File: config.mk
export PLATFORM = sky130hd
export DESIGN_NAME = lcd_i2c_top
export DESIGN_NICKNAME = d
export VERILOG_FILES = /design/src/hdl/lcd_pkg.sv /design/src/hdl/lcd_i2c_top.sv /design/src/hdl/lcd_init_seq.sv /design/src/hdl/lcd_nibble_writer.sv /design/src/hdl/i2c_write_master.sv
export SDC_FILE = /design/constraint.sdc
export NUM_CORES = 1
export LEC_CHECK = 0
export ABC_AREA = 1
export BUFFER_PORTS_ARGS = -buffer_cell sky130_fd_sc_hd__buf_2
export CELL_PAD_IN_SITES_DETAIL_PLACEMENT = 1
export CELL_PAD_IN_SITES_GLOBAL_PLACEMENT = 1
export CORE_AREA = 10 10 109 111
export CTS_CLUSTER_SIZE = 12
export DETAILED_ROUTE_END_ITERATION = 6
export DIE_AREA = 0 0 119 121
export PLACE_DENSITY_LB_ADDON = 0.05
export SETUP_SLACK_MARGIN = 0.5
export SYNTH_ARGS = -nofsm -noshare
export SYNTH_HDL_FRONTEND = slang
export SYNTH_SLANG_ARGS = --single-unit
export TNS_END_PERCENT = 1
File: constraint.sdc
create_clock -name clk -period 8.2 [get_ports clk]
set_input_delay 0.82 -clock clk [delete_from_list [all_inputs] [get_ports clk]]
set_output_delay 0.82 -clock clk [all_outputs]
set_load 0.03 [all_outputs]
File: src/hdl/lcd_pkg.sv
`default_nettype none

package lcd_pkg;

    localparam int DELAY_W    = 24;
    localparam int I2C_ADDR_W = 7;
    localparam int NUM_STEPS  = 7;

    // One byte on the port expander
    typedef struct packed {
        logic [3:0] nibble;     // LCD D7..D4
        logic       backlight;
        logic       enable;     // LCD E strobe
        logic       rw;
        logic       rs;
    } lcd_frame_t;

    // One byte for the LCD
    typedef struct packed {
        logic [7:0] data;
        logic       rs;         // High for data register
        logic       single;     // Send high nibble only
    } lcd_req_t;

    // Settling class after an init step
    typedef enum logic [1:0] {
        DLY_WAKE_LONG,
        DLY_WAKE,
        DLY_CMD,
        DLY_CLEAR
    } delay_e;

    typedef enum logic [2:0] {
        ST_POWER,
        ST_ISSUE,
        ST_BUSY,
        ST_SETTLE,
        ST_DONE
    } seq_state_e;

    typedef enum logic [1:0] {
        NB_IDLE,
        NB_SEND,
        NB_WAIT
    } nib_state_e;

    typedef enum logic [2:0] {
        I2C_IDLE,
        I2C_START,
        I2C_ADDR,
        I2C_ACK,
        I2C_DATA,
        I2C_STOP
    } i2c_state_e;

endpackage

`default_nettype wire
File: src/hdl/lcd_i2c_top.sv
`timescale 1ns/10ps
`default_nettype none

module lcd_i2c_top #(
    parameter logic [lcd_pkg::I2C_ADDR_W-1:0] I2C_ADDR         = 7'h20,
    parameter int                             CLK_DIV          = 500,
    parameter logic [lcd_pkg::DELAY_W-1:0]    POWER_CYCLES     = 24'd1_000_000,
    parameter logic [lcd_pkg::DELAY_W-1:0]    WAKE_LONG_CYCLES = 24'd5_000_000,
    parameter logic [lcd_pkg::DELAY_W-1:0]    WAKE_CYCLES      = 24'd1_000_000,
    parameter logic [lcd_pkg::DELAY_W-1:0]    CMD_CYCLES       = 24'd100_000,
    parameter logic [lcd_pkg::DELAY_W-1:0]    CLEAR_CYCLES     = 24'd2_000_000,
    parameter logic [7:0]                     DISPLAY_CHAR     = 8'h41
) (
    input  logic clk,
    input  logic rst,
    output logic scl,
    output logic sda_out,
    output logic sda_oe,     // Low releases SDA to the pull-up
    output logic init_done
);

    lcd_pkg::lcd_req_t   req;
    logic                req_start;
    logic                req_busy;
    logic                req_done;
    lcd_pkg::lcd_frame_t frame;
    logic                xfer_start;
    logic                xfer_busy;
    logic                xfer_done;

    lcd_init_seq #(
        .POWER_CYCLES     (POWER_CYCLES),
        .WAKE_LONG_CYCLES (WAKE_LONG_CYCLES),
        .WAKE_CYCLES      (WAKE_CYCLES),
        .CMD_CYCLES       (CMD_CYCLES),
        .CLEAR_CYCLES     (CLEAR_CYCLES),
        .DISPLAY_CHAR     (DISPLAY_CHAR)
    ) u_seq (
        .clk       (clk),
        .rst       (rst),
        .req       (req),
        .req_start (req_start),
        .req_busy  (req_busy),
        .req_done  (req_done),
        .init_done (init_done)
    );

    lcd_nibble_writer u_nib (
        .clk        (clk),
        .rst        (rst),
        .req        (req),
        .req_start  (req_start),
        .req_busy   (req_busy),
        .req_done   (req_done),
        .frame      (frame),
        .xfer_start (xfer_start),
        .xfer_busy  (xfer_busy),
        .xfer_done  (xfer_done)
    );

    i2c_write_master #(
        .I2C_ADDR (I2C_ADDR),
        .CLK_DIV  (CLK_DIV)
    ) u_i2c (
        .clk        (clk),
        .rst        (rst),
        .frame      (frame),
        .xfer_start (xfer_start),
        .xfer_busy  (xfer_busy),
        .xfer_done  (xfer_done),
        .scl        (scl),
        .sda_out    (sda_out),
        .sda_oe     (sda_oe)
    );

endmodule

`default_nettype wire

File: src/hdl/lcd_init_seq.sv
`timescale 1ns/10ps
`default_nettype none

module lcd_init_seq #(
    parameter logic [lcd_pkg::DELAY_W-1:0] POWER_CYCLES     = 24'd1_000_000,
    parameter logic [lcd_pkg::DELAY_W-1:0] WAKE_LONG_CYCLES = 24'd5_000_000,
    parameter logic [lcd_pkg::DELAY_W-1:0] WAKE_CYCLES      = 24'd1_000_000,
    parameter logic [lcd_pkg::DELAY_W-1:0] CMD_CYCLES       = 24'd100_000,
    parameter logic [lcd_pkg::DELAY_W-1:0] CLEAR_CYCLES     = 24'd2_000_000,
    parameter logic [7:0]                  DISPLAY_CHAR     = 8'h41
) (
    input  logic              clk,
    input  logic              rst,
    output lcd_pkg::lcd_req_t req,
    output logic              req_start,
    input  logic              req_busy,
    input  logic              req_done,
    output logic              init_done
);

    localparam int                STEP_W    = $clog2(lcd_pkg::NUM_STEPS);
    localparam logic [STEP_W-1:0] LAST_STEP = STEP_W'(lcd_pkg::NUM_STEPS - 1);

    lcd_pkg::seq_state_e         state;
    logic [STEP_W-1:0]           step;
    logic [lcd_pkg::DELAY_W-1:0] cnt;
    logic [lcd_pkg::DELAY_W-1:0] limit;
    logic                        cnt_done;

    // HD44780 4-bit init table
    function automatic lcd_pkg::lcd_req_t step_req(input logic [STEP_W-1:0] idx);
        lcd_pkg::lcd_req_t r;
        case (idx)
            3'd0:    r = '{data: 8'h30, rs: 1'b0, single: 1'b1};  // Wake-up
            3'd1:    r = '{data: 8'h30, rs: 1'b0, single: 1'b1};
            3'd2:    r = '{data: 8'h20, rs: 1'b0, single: 1'b1};  // Enter 4-bit mode
            3'd3:    r = '{data: 8'h28, rs: 1'b0, single: 1'b0};  // Two lines, 5x8
            3'd4:    r = '{data: 8'h0C, rs: 1'b0, single: 1'b0};  // Display on
            3'd5:    r = '{data: 8'h01, rs: 1'b0, single: 1'b0};  // Clear
            default: r = '{data: DISPLAY_CHAR, rs: 1'b1, single: 1'b0};
        endcase
        return r;
    endfunction

    function automatic lcd_pkg::delay_e step_dly(input logic [STEP_W-1:0] idx);
        lcd_pkg::delay_e d;
        case (idx)
            3'd0:       d = lcd_pkg::DLY_WAKE_LONG;
            3'd1, 3'd2: d = lcd_pkg::DLY_WAKE;
            3'd5:       d = lcd_pkg::DLY_CLEAR;
            default:    d = lcd_pkg::DLY_CMD;  // Last step never settles
        endcase
        return d;
    endfunction

    function automatic logic [lcd_pkg::DELAY_W-1:0] dly_cycles(input lcd_pkg::delay_e d);
        logic [lcd_pkg::DELAY_W-1:0] n;
        case (d)
            lcd_pkg::DLY_WAKE_LONG: n = WAKE_LONG_CYCLES;
            lcd_pkg::DLY_WAKE:      n = WAKE_CYCLES;
            lcd_pkg::DLY_CMD:       n = CMD_CYCLES;
            default:                n = CLEAR_CYCLES;
        endcase
        return n;
    endfunction

    assign req      = step_req(step);
    assign limit    = (state == lcd_pkg::ST_POWER) ? POWER_CYCLES : dly_cycles(step_dly(step));
    assign cnt_done = (cnt + 1'b1) >= limit;

    always_ff @(posedge clk or posedge rst) begin
        if (rst) begin
            state     <= lcd_pkg::ST_POWER;
            step      <= '0;
            cnt       <= '0;
            req_start <= 1'b0;
            init_done <= 1'b0;
        end else begin
            req_start <= 1'b0;
            case (state)
                lcd_pkg::ST_POWER, lcd_pkg::ST_SETTLE: begin
                    if (cnt_done) begin
                        cnt   <= '0;
                        state <= lcd_pkg::ST_ISSUE;
                        if (state == lcd_pkg::ST_SETTLE) begin
                            step <= step + 1'b1;
                        end
                    end else begin
                        cnt <= cnt + 1'b1;
                    end
                end
                lcd_pkg::ST_ISSUE: begin
                    if (!req_busy) begin
                        req_start <= 1'b1;
                        state     <= lcd_pkg::ST_BUSY;
                    end
                end
                lcd_pkg::ST_BUSY: begin
                    if (req_done) begin
                        if (step == LAST_STEP) begin
                            init_done <= 1'b1;
                            state     <= lcd_pkg::ST_DONE;
                        end else begin
                            state <= lcd_pkg::ST_SETTLE;
                        end
                    end
                end
                lcd_pkg::ST_DONE: begin
                    state <= lcd_pkg::ST_DONE;  // Held until reset
                end
                default: state <= lcd_pkg::ST_POWER;
            endcase
        end
    end

endmodule

`default_nettype wire

File: src/hdl/lcd_nibble_writer.sv
`timescale 1ns/10ps
`default_nettype none

module lcd_nibble_writer (
    input  logic                clk,
    input  logic                rst,
    input  lcd_pkg::lcd_req_t   req,
    input  logic                req_start,
    output logic                req_busy,
    output logic                req_done,
    output lcd_pkg::lcd_frame_t frame,
    output logic                xfer_start,
    input  logic                xfer_busy,
    input  logic                xfer_done
);

    lcd_pkg::nib_state_e state;
    lcd_pkg::lcd_req_t   req_q;
    logic [1:0]          idx;       // Bit 1 low nibble, bit 0 E low
    logic [1:0]          last_idx;

    assign last_idx = req_q.single ? 2'd1 : 2'd3;

    assign frame = '{
        nibble:    idx[1] ? req_q.data[3:0] : req_q.data[7:4],
        backlight: 1'b1,
        enable:    ~idx[0],
        rw:        1'b0,
        rs:        req_q.rs
    };

    always_ff @(posedge clk) begin
        if (req_start && state == lcd_pkg::NB_IDLE) begin
            req_q <= req;
        end
    end

    always_ff @(posedge clk or posedge rst) begin
        if (rst) begin
            state      <= lcd_pkg::NB_IDLE;
            idx        <= '0;
            req_busy   <= 1'b0;
            req_done   <= 1'b0;
            xfer_start <= 1'b0;
        end else begin
            req_done   <= 1'b0;
            xfer_start <= 1'b0;
            case (state)
                lcd_pkg::NB_IDLE: begin
                    if (req_start) begin
                        idx      <= '0;
                        req_busy <= 1'b1;
                        state    <= lcd_pkg::NB_SEND;
                    end
                end
                lcd_pkg::NB_SEND: begin
                    if (!xfer_busy) begin
                        xfer_start <= 1'b1;
                        state      <= lcd_pkg::NB_WAIT;
                    end
                end
                lcd_pkg::NB_WAIT: begin
                    if (xfer_done) begin
                        if (idx == last_idx) begin
                            req_busy <= 1'b0;
                            req_done <= 1'b1;
                            state    <= lcd_pkg::NB_IDLE;
                        end else begin
                            idx   <= idx + 1'b1;
                            state <= lcd_pkg::NB_SEND;
                        end
                    end
                end
                default: state <= lcd_pkg::NB_IDLE;
            endcase
        end
    end

endmodule

`default_nettype wire

File: src/hdl/i2c_write_master.sv
`timescale 1ns/10ps
`default_nettype none

module i2c_write_master #(
    parameter logic [lcd_pkg::I2C_ADDR_W-1:0] I2C_ADDR = 7'h20,
    parameter int                             CLK_DIV  = 500
) (
    input  logic                clk,
    input  logic                rst,
    input  lcd_pkg::lcd_frame_t frame,
    input  logic                xfer_start,
    output logic                xfer_busy,
    output logic                xfer_done,
    output logic                scl,
    output logic                sda_out,
    output logic                sda_oe
);

    localparam int LOW_T  = CLK_DIV / 4;
    localparam int HIGH_T = CLK_DIV / 2;
    localparam int BIT_T  = LOW_T + HIGH_T;
    localparam int STOP_T = BIT_T + HIGH_T;   // Includes bus free time
    localparam int PH_W   = $clog2(STOP_T);

    localparam logic [PH_W-1:0] LOW_END  = PH_W'(LOW_T - 1);
    localparam logic [PH_W-1:0] HIGH_END = PH_W'(HIGH_T - 1);
    localparam logic [PH_W-1:0] BIT_END  = PH_W'(BIT_T - 1);
    localparam logic [PH_W-1:0] STOP_END = PH_W'(STOP_T - 1);

    lcd_pkg::i2c_state_e state;
    logic [PH_W-1:0]     phase;
    logic [2:0]          bit_cnt;
    logic [7:0]          shreg;
    logic                second_ack;   // ACK after the data byte
    lcd_pkg::lcd_frame_t frame_q;

    always_ff @(posedge clk) begin
        if (xfer_start && state == lcd_pkg::I2C_IDLE) begin
            frame_q <= frame;
        end
    end

    always_ff @(posedge clk or posedge rst) begin
        if (rst) begin
            state      <= lcd_pkg::I2C_IDLE;
            phase      <= '0;
            bit_cnt    <= '0;
            shreg      <= '0;
            second_ack <= 1'b0;
            scl        <= 1'b1;
            sda_out    <= 1'b1;
            sda_oe     <= 1'b1;
            xfer_busy  <= 1'b0;
            xfer_done  <= 1'b0;
        end else begin
            xfer_done <= 1'b0;
            case (state)
                lcd_pkg::I2C_IDLE: begin
                    if (xfer_start) begin
                        shreg     <= {I2C_ADDR, 1'b0};  // Write bit
                        phase     <= '0;
                        sda_out   <= 1'b0;              // START
                        xfer_busy <= 1'b1;
                        state     <= lcd_pkg::I2C_START;
                    end
                end
                lcd_pkg::I2C_START: begin
                    if (phase == HIGH_END) begin
                        phase   <= '0;
                        bit_cnt <= '0;
                        scl     <= 1'b0;
                        state   <= lcd_pkg::I2C_ADDR;
                    end else begin
                        phase <= phase + 1'b1;
                    end
                end
                lcd_pkg::I2C_ADDR, lcd_pkg::I2C_DATA: begin
                    if (phase == BIT_END) begin
                        phase   <= '0;
                        scl     <= 1'b0;
                        shreg   <= {shreg[6:0], 1'b0};
                        bit_cnt <= bit_cnt + 1'b1;
                        if (bit_cnt == 3'd7) begin
                            second_ack <= (state == lcd_pkg::I2C_DATA);
                            state      <= lcd_pkg::I2C_ACK;
                        end
                    end else begin
                        phase <= phase + 1'b1;
                        if (phase == '0) begin
                            sda_oe  <= 1'b1;
                            sda_out <= shreg[7];  // MSB first
                        end
                        if (phase == LOW_END) begin
                            scl <= 1'b1;
                        end
                    end
                end
                lcd_pkg::I2C_ACK: begin
                    if (phase == BIT_END) begin
                        phase <= '0;
                        scl   <= 1'b0;
                        if (second_ack) begin
                            state <= lcd_pkg::I2C_STOP;
                        end else begin
                            shreg <= frame_q;
                            state <= lcd_pkg::I2C_DATA;
                        end
                    end else begin
                        phase <= phase + 1'b1;
                        if (phase == '0) begin
                            sda_oe <= 1'b0;  // Slave ACK not sampled
                        end
                        if (phase == LOW_END) begin
                            scl <= 1'b1;
                        end
                    end
                end
                lcd_pkg::I2C_STOP: begin
                    if (phase == STOP_END) begin
                        phase     <= '0;
                        xfer_busy <= 1'b0;
                        xfer_done <= 1'b1;
                        state     <= lcd_pkg::I2C_IDLE;
                    end else begin
                        phase <= phase + 1'b1;
                        if (phase == '0) begin
                            sda_oe  <= 1'b1;
                            sda_out <= 1'b0;
                        end
                        if (phase == LOW_END) begin
                            scl <= 1'b1;
                        end
                        if (phase == BIT_END) begin
                            sda_out <= 1'b1;  // STOP
                        end
                    end
                end
                default: state <= lcd_pkg::I2C_IDLE;
            endcase
        end
    end

endmodule

`default_nettype wire

==> results of run 1 <==
[worst max-delay path, delay by kind of cell, from the launching register on]
kind                     cells  cell delay [ps]
XOR/XNOR                     1              230
AND/OR/NAND/NOR             15             2360
adder cells (fa/ha/maj)      2              550
buffers and inverters        2              110
flip-flops                   1              460
[how the worst min path moves through the flow]
stage                                            end  slack, ps  depth (start not counted)
final                     u_nib.xfer_start$_DFF_PP0_        460                          1
after global routing      u_nib.xfer_start$_DFF_PP0_        480                          1
after CTS                 u_nib.xfer_start$_DFF_PP0_        460                          1
after detailed placement  u_nib.xfer_start$_DFF_PP0_        450                          1
after global placement     u_seq.req_start$_DFF_PP0_        420                          1
after floorplan            u_seq.req_start$_DFF_PP0_        400                          1
[power breakdown]
group	switching [mW]	leakage (nW)	internal [mW]
clock network	0.164	0.0835	0.113
logic	0.00672	1.32	0.000521
registers	0	1.05	0.412
total	0.170	2.45	0.526
[per-layer routing]
metal / up-vias / global-route usage (%) / wire [um]
met2: 35 / 28.7 / 5640
met5: - / 0 / 0
li1: 1968 / - / -
met1: 1921 / 19.9 / 5390
met4: 0 / 5.80 / 150
met3: 14 / 2.93 / 242
[metrics by stage]
step | power (mW) | util [%] | area (um2) | hold slack (ps) | cells
after CTS | 0.704 | 54.9 | 5300 | 463 | 749
after floorplan | 0.425 | - | 4960 | 403 | 600
after global routing | 0.721 | 54.9 | 5300 | 476 | 749
after global placement | 0.428 | 53.1 | 5120 | 419 | 733
after detailed placement | 0.428 | 53.1 | 5120 | 450 | 733
final | 0.696 | 54.9 | 5300 | 457 | 749
[cell usage in the layout (no fill, tap or decap), types with 13 or more instances in the layout]
master    Yosys  layout
nand2_1     132     132
edfxtp_1     13      13
a21oi_1      17      17
inv_1       104     103
ha_1         27      27
dfrtp_1      66      66
xor2_1       15      15
nor2_1       56      56
nand3_1      28      28
o21ai_0      27      27
[state kept, by name, summed over array words and instances, names as in the netlist, 2 cells and up]
signal / count
u_nib.req_q: 7
u_i2c.phase: 10
u_i2c.frame_q: 6
u_seq.step: 3
u_i2c.bit_cnt: 3
u_i2c.shreg: 8
u_nib.idx: 2
u_seq.state: 3
u_nib.state: 2
u_i2c.state: 3
u_seq.cnt: 24
[cell families (layout without fill, tap and decap cells)]
logic type      count (synthesis)  in the layout  synth area share (%)
simple gates                  270            270                  25.3
buf+inv                       112            128                  8.93
compound gates                 89             89                  12.3
flops                          82             82                  42.8
fa+ha+maj                      27             27                  6.81
xor+xnor                       18             18                  3.18
mux                             2              2                 0.681
[area by class of cell]
class	count	area share (%)
flip-flops and latches	82	40.1
repair buffers	7	0.756
inverters	105	7.44
well taps	133	3.14
clock buffers	10	2.41
multi-input cells	406	45.3
clock inverters	6	0.945
[cell usage after synthesis (6+ instances only)]
library cell,count
nor2_1,56
o21ai_0,27
nor3_1,10
edfxtp_1,13
nand2_1,132
inv_1,104
a21oi_1,17
dfrtp_1,66
o22ai_2,11
ha_1,27
nand4_1,10
nor2_4,7
nand2_2,10
nand3_1,28
o21ai_2,6
xor2_1,15
==> flow_summary_export.csv, run 1 <==
group,metric,value,unit
run_status,outcome,"finished, final reports clean",
worst_setup_path,start_kind,"register",
pwr,ir_drop,0.0744,mV
worst_setup_path,worstSetupPathType,"register to register",
yosys,synth_top_cell_area_share,33.3,%
yosys,synth_enable_flop_cells,13,
pwr,leakagePower,2.45,nW
floorplan,initial_utilization,51.5,%
cells_and_area,multi_input_area,2400,um2
hold_path,min_path_type,"register to register",
cells_and_area,fill_cells,1233,
timing,max_slew_margin,40.0,%
worst_setup_path,reg2reg_to,"u_seq.state[0]$_DFFE_PP0P_",
worst_setup_path,endpoint_kind,"register",
clock_network,cts_resized,0,
clock_network,cts_inserted_buffers,9,
yosys,synth_area_per_cell,8.27,um2
clock_network,holdBufCountCts,0,
route,wl_per_cell,15.2,um
timing,rsz0062_at_grt,"no",
yosys,synthFlopType,"dfrtp_1",
worst_setup_path,crit_path_end,"u_seq.state[0]$_DFFE_PP0P_",
route,routed_wl,11400,um
worst_setup_path,cp.arrival,4090,ps
hold_path,hold_start,"u_i2c.xfer_busy$_DFFE_PP0P_",
timing,min_period,3780,ps
worst_setup_path,cp-startpoint,"u_seq.cnt[0]$_DFFE_PP0P_",
worst_setup_path,r2r_cells,20,
timing,finClkSkew,13.6,ps
cells_and_area,final_nets,640,
floorplan,die_w,119,um
worst_setup_path,crit_top_cell,"nand2_1",
floorplan,dieArea,14400,um2
placed_design,hpwl,8730,um
yosys,async_reset_ff_share,84.1,%
route,vias,3938,
global_route,grt_first_pass_wirelength,19700,um
route,dr.pass1.iters,4,
clock_network,clk_path_buf_depth,2,
yosys,synth_cell_types,46,
global_route,grt_max_degree,70,
global_route,antenna_found_initial,0,
floorplan,die_y,121,um
floorplan,ioPinCount,6,
timing,setup_tns,0,ps
cells_and_area,seq_area,2120,um2
timing,worst_slack,4420,ps
clock_network,root_buffer,"clkbuf_8",
timing,fmax,264,MHz
clock_network,cts_setup_buffers,0,
yosys,yosysWarnings,0,
placed_design,io_buffers,5,
worst_setup_path,path_max_fanout,26,
yosys,ys_seq_area_share,42.8,%
yosys,syn_inst,600,
route,drtIter0Drc,195,
clock_network,tritoncts,"yes",
clock_network,clock_sinks,82,
cells_and_area,drive_gt1_share,12.2,%
worst_setup_path,worstPathRequired,8510,ps
flow_run,max_cap_viol_count,0,
global_route,track_usage,16.4,%
timing,min_period_over_period,46.1,%
timing,finalHoldViolCount,0,
yosys,synth.area.top_cells,"dfrtp_1 (33%), nand2_1 (10%), edfxtp_1 (7.9%)",
worst_setup_path,crit_chain,"ha_1, nand2_1, nor2_4, nand3_1, nand3b_1, nor2_1, nand3_1, nor2_1, xor2_1, inv_1, ha_1, nand2_1, inv_1, nand3_2, nor2_1, nor2_4, nand4_4, nand2_1, nand2_1, nand2_1",
worst_setup_path,slowest_delay,460,ps
floorplan,core-area,9640,um2
clock_network,cts.reportedPaths.clkPinSlew,90,ps
route,remaining_drc_errors,0,
route,antenna_left,0,
yosys,syn_area,4960,um2
worst_setup_path,regToRegSetupSlack,4420,ps
yosys,syn_nets,629,
placed_design,routabilityCongestion,0.831,
clock_network,cts_max_level,3,
clock_network,clk_latency,370,ps
timing,drv_slew,0,
timing,final-setup-viol-count,0,
timing,tightest_slew,899,ps
cells_and_area,syn_to_final_growth,6.76,%
yosys,synth-seq-cells,82,
worst_setup_path,reg2reg_from,"u_seq.cnt[0]$_DFFE_PP0P_",
placed_design,dpl_worst_slack,4500,ps
global_route,overflow,0,
pwr,powerDensity,131,nW/um2
route,routed_via_density,5.26,
floorplan,fp-row-count,36,
worst_setup_path,cp_slowest_cell,"dfrtp_1",
global_route,grt_pass1_vias,4176,
yosys,yosys.area.top_type,"dfrtp_1",
cells_and_area,antenna_cells,0,
No activity file was read; power rests on OpenSTA's default activity.
==> inputs of run 2 (changes only) <==
--- a/config.mk
+++ b/config.mk
@@ -5,14 +5,14 @@
 export SDC_FILE = /design/constraint.sdc
 export NUM_CORES = 1
 export LEC_CHECK = 0
-export ABC_AREA = 1
+export ABC_AREA = 0
 export BUFFER_PORTS_ARGS = -buffer_cell sky130_fd_sc_hd__buf_2
 export CELL_PAD_IN_SITES_DETAIL_PLACEMENT = 1
 export CELL_PAD_IN_SITES_GLOBAL_PLACEMENT = 1
-export CORE_AREA = 10 10 109 111
+export CORE_AREA = 10 10 116 118
 export CTS_CLUSTER_SIZE = 12
 export DETAILED_ROUTE_END_ITERATION = 6
-export DIE_AREA = 0 0 119 121
+export DIE_AREA = 0 0 126 128
 export PLACE_DENSITY_LB_ADDON = 0.05
 export SETUP_SLACK_MARGIN = 0.5
 export SYNTH_ARGS = -nofsm -noshare
==> constraint.sdc (replaced) <==
create_clock -name clk -period 3 [get_ports clk]
set_input_delay 0.3 -clock clk [delete_from_list [all_inputs] [get_ports clk]]
set_output_delay 0.3 -clock clk [all_outputs]
set_load 0.03 [all_outputs]
==> run 2 against run 1 <==
Utilization grew 0.27 points; worst hold slack lost 1.4 ps; cell area grew 17%; highest routed layer unchanged; clock power grew to 3.8 times the previous value; clock-buffer cell count shrank 1; power grew to 3.2 times the previous value; sequential share of layout area shrank 5.7 points; register-to-register slack lost 4700 ps; final cell count grew 1.3%; routed wire length grew 19%; the run now ends with negative setup slack left.
==> flow_summary_export.csv, run 2 <==
group,metric,value,unit
clock_network,root_buffer,"clkbuf_16",
floorplan,die_y,128,um
timing,drv_slew,0,
cells_and_area,reg_top3,"u_seq.cnt x24, u_i2c.phase x10, u_i2c.shreg x8",
floorplan,ioPinCount,6,
worst_setup_path,worstSetupPathType,"register to register",
floorplan,initial_utilization,43.8,%
run_status,violations,"negative setup slack",
placed_design,dpl_cell_area,5630,um2
hold_path,min_path_type,"register to register",
yosys,synth_cell_types,61,
yosys,yosysWarnings,0,
cells_and_area,syn_to_final_growth,26.0,%
timing,max_slew_margin,55.2,%
flow_run,max_cap_viol_count,0,
timing,rsz0062_at_grt,"yes",
global_route,overflow,0,
timing,hold-worst-slack,456,ps
placed_design,io_buffers,5,
global_route,antenna_found_initial,0,
yosys,ys_seq_area_share,43.1,%
yosys,yosys.area.top_type,"dfrtp_1",
yosys,synth.area.top_cells,"dfrtp_1 (34%), edfxtp_1 (7.9%), ha_1 (6.9%)",
placed_design,hpwl,9710,um
route,wl_per_cell,17.9,um
route,remaining_drc_errors,0,
cells_and_area,final_cell_mix,"buf_4 (80), nand2_1 (68), dfrtp_1 (61)",
floorplan,fp-row-count,39,
clock_network,cts_inserted_buffers,9,
clock_network,clock_sinks,82,
global_route,grt_first_pass_wirelength,23300,um
cells_and_area,drive_gt1_share,25.5,%
cells_and_area,final_nets,640,
placed_design,dpl_worst_slack,-303,ps
clock_network,clk_latency,350,ps
clock_network,clk_path_buf_depth,2,
yosys,synth_enable_flop_cells,13,
pwr,powerDensity,357,nW/um2
global_route,track_usage,17.4,%
cells_and_area,fill_cells,1281,
yosys,synth.most_common_cell,"nand2_1",
yosys,syn_nets,563,
global_route,grt_pass1_vias,4651,
worst_setup_path,start_kind,"register",
route,antenna_left,0,
route,vias,4266,
yosys,synth_top_cell_area_share,33.6,%
yosys,syn_area,4920,um2
route,drtIter0Drc,192,
floorplan,die_w,126,um
worst_setup_path,cp.arrival,3480,ps
cells_and_area,layout_commonest_cell,"buf_4",
cells_and_area,final_area,6200,um2
clock_network,cts_max_level,3,
worst_setup_path,endpoint_kind,"register",
timing,final-setup-viol-count,28,
timing,finClkSkew,5.55,ps
cells_and_area,largest_reg_flops,24,
pwr,leakagePower,2.78,nW
route,routed_via_density,5.62,
worst_setup_path,worstPathRequired,3230,ps
timing,finalHoldViolCount,0,
yosys,async_reset_ff_share,84.1,%
placed_design,routabilityCongestion,0.833,
cells_and_area,antenna_cells,0,
yosys,synth_area_per_cell,9.21,um2
route,routed_wl,13600,um
yosys,synth_common_cells,"nand2_1 (68), dfrtp_1 (66), nor2_1 (38)",
cells_and_area,fin_util,55.2,%
route,dr.pass1.iters,7,
timing,min_period_over_period,108,%
floorplan,dieArea,16100,um2
timing,tightest_slew,673,ps
pwr,ir_drop,0.348,mV
worst_setup_path,path_max_fanout,17,
yosys,syn_inst,534,
cells_and_area,regMostFlops,"u_seq.cnt",
yosys,synth-seq-cells,82,
clock_network,cts.reportedPaths.clkPinSlew,70,ps
timing,min_period,3250,ps
yosys,synthFlopType,"dfrtp_1",
run_status,outcome,"finished, violations left",
pwr,power,2.21,mW
timing,worst_slack,-254,ps
clock_network,tritoncts,"yes",
floorplan,core-area,11200,um2
global_route,grt_max_degree,30,
timing,fmax,307,MHz
==> run 2: cell types whose count changed after synthesis, moves of 8 or more <==
cell,previous run,this run
nand2_2,10,1
clkbuf_1,2,21
o22ai_2,11,0
nand2_1,132,68
nor2b_1,0,14
o21ai_0,27,35
inv_1,104,23
nor2_1,56,38
xnor2_1,3,17
==> run 2: final cells by class <==
| cell class | count | area [um2] | area share, % |
|---|---|---|---|
| clock buffers | 9 | 225 | 3.63 |
| clock inverters | 7 | 53.8 | 0.868 |
| inverters | 23 | 86.3 | 1.39 |
| multi-input cells | 404 | 2820 | 45.6 |
| flip-flops and latches | 82 | 2130 | 34.3 |
| well taps | 143 | 179 | 2.89 |
| repair buffers | 91 | 701 | 11.3 |
==> run 2: power breakdown <==
group          internal, mW  leakage, nW  switching, mW
logic               0.00312         1.60         0.0200
clock network         0.568        0.135          0.497
registers              1.13         1.04              0
total                  1.70         2.78          0.517
==> run 2: what timing repair did <==
item | 4_1_cts | 5_1_grt
hold buffers | 1 | 0
endpoints found under the setup margin | 37 | 40
resized for setup | 28 | 14
pin swaps | 22 | 15
setup buffers | 10 | 4
endpoints found under the hold margin | 17 | 0
==> run 2: routing by layer <==
| layer | global-route usage (%) | vias up | routed length, um | part of all wire (%) |
|---|---|---|---|---|
| li1 | - | 2073 | - | - |
| met1 | 20.9 | 2136 | 6170 | 45 |
| met2 | 30.3 | 44 | 6900 | 51 |
| met3 | 3.64 | 13 | 308 | 2.3 |
| met4 | 6.10 | 0 | 212 | 1.6 |
| met5 | 0 | - | 0 | 0 |
==> run 2: path summary, 6_finish.rpt <==
path,from,end,slack [ps],depth (start not counted)
worst min-delay path,u_nib.req_q[8]$_DFFE_PP_,u_i2c.frame_q[0]$_DFFE_PP_,460,0
worst max-delay path,u_seq.cnt[1]$_DFFE_PP0P_,u_seq.cnt[4]$_DFFE_PP0P_,-250,15
min in group asynchronous,rst,u_seq.cnt[6]$_DFFE_PP0P_,490,3
worst min register to register,u_nib.req_q[8]$_DFFE_PP_,u_i2c.frame_q[0]$_DFFE_PP_,460,0
max in group asynchronous,rst,u_seq.cnt[3]$_DFFE_PP0P_,1700,4
worst max register to register,u_seq.cnt[1]$_DFFE_PP0P_,u_seq.cnt[4]$_DFFE_PP0P_,-250,15
==> run 2: stage by stage <==
stage | std cells | TNS, ps
2_1_floorplan | 534 | -22.4
6_report | 759 | -2550
3_3_place_gp | 728 | -2670
5_1_grt | 759 | -8300
3_5_place_dp | 728 | -6230
4_1_cts | 755 | -2730
==> run 2: critical path: stages (launching register included) <==
cell,delay [ps]
dfrtp_2,400
buf_4,130
buf_6,90
nand4_4,100
nor4b_4,230
buf_4,170
nand4_1,140
xnor2_2,180
ha_1,320
nand4_1,150
o21bai_1,200
a31o_2,220
a31o_4,260
buf_12,160
a31oi_1,230
o22ai_1,120
==> run 2: cell families (layout without fill, tap and decap cells) <==
family | count (synthesis) | after routing | synth area share [%]
flops | 82 | 82 | 43.1
simple gates | 222 | 222 | 23.5
buf+inv | 48 | 130 | 3.74
fa+ha+maj | 27 | 27 | 6.87
mux | 5 | 5 | 1.09
xor+xnor | 29 | 29 | 5.17
compound gates | 121 | 121 | 16.5
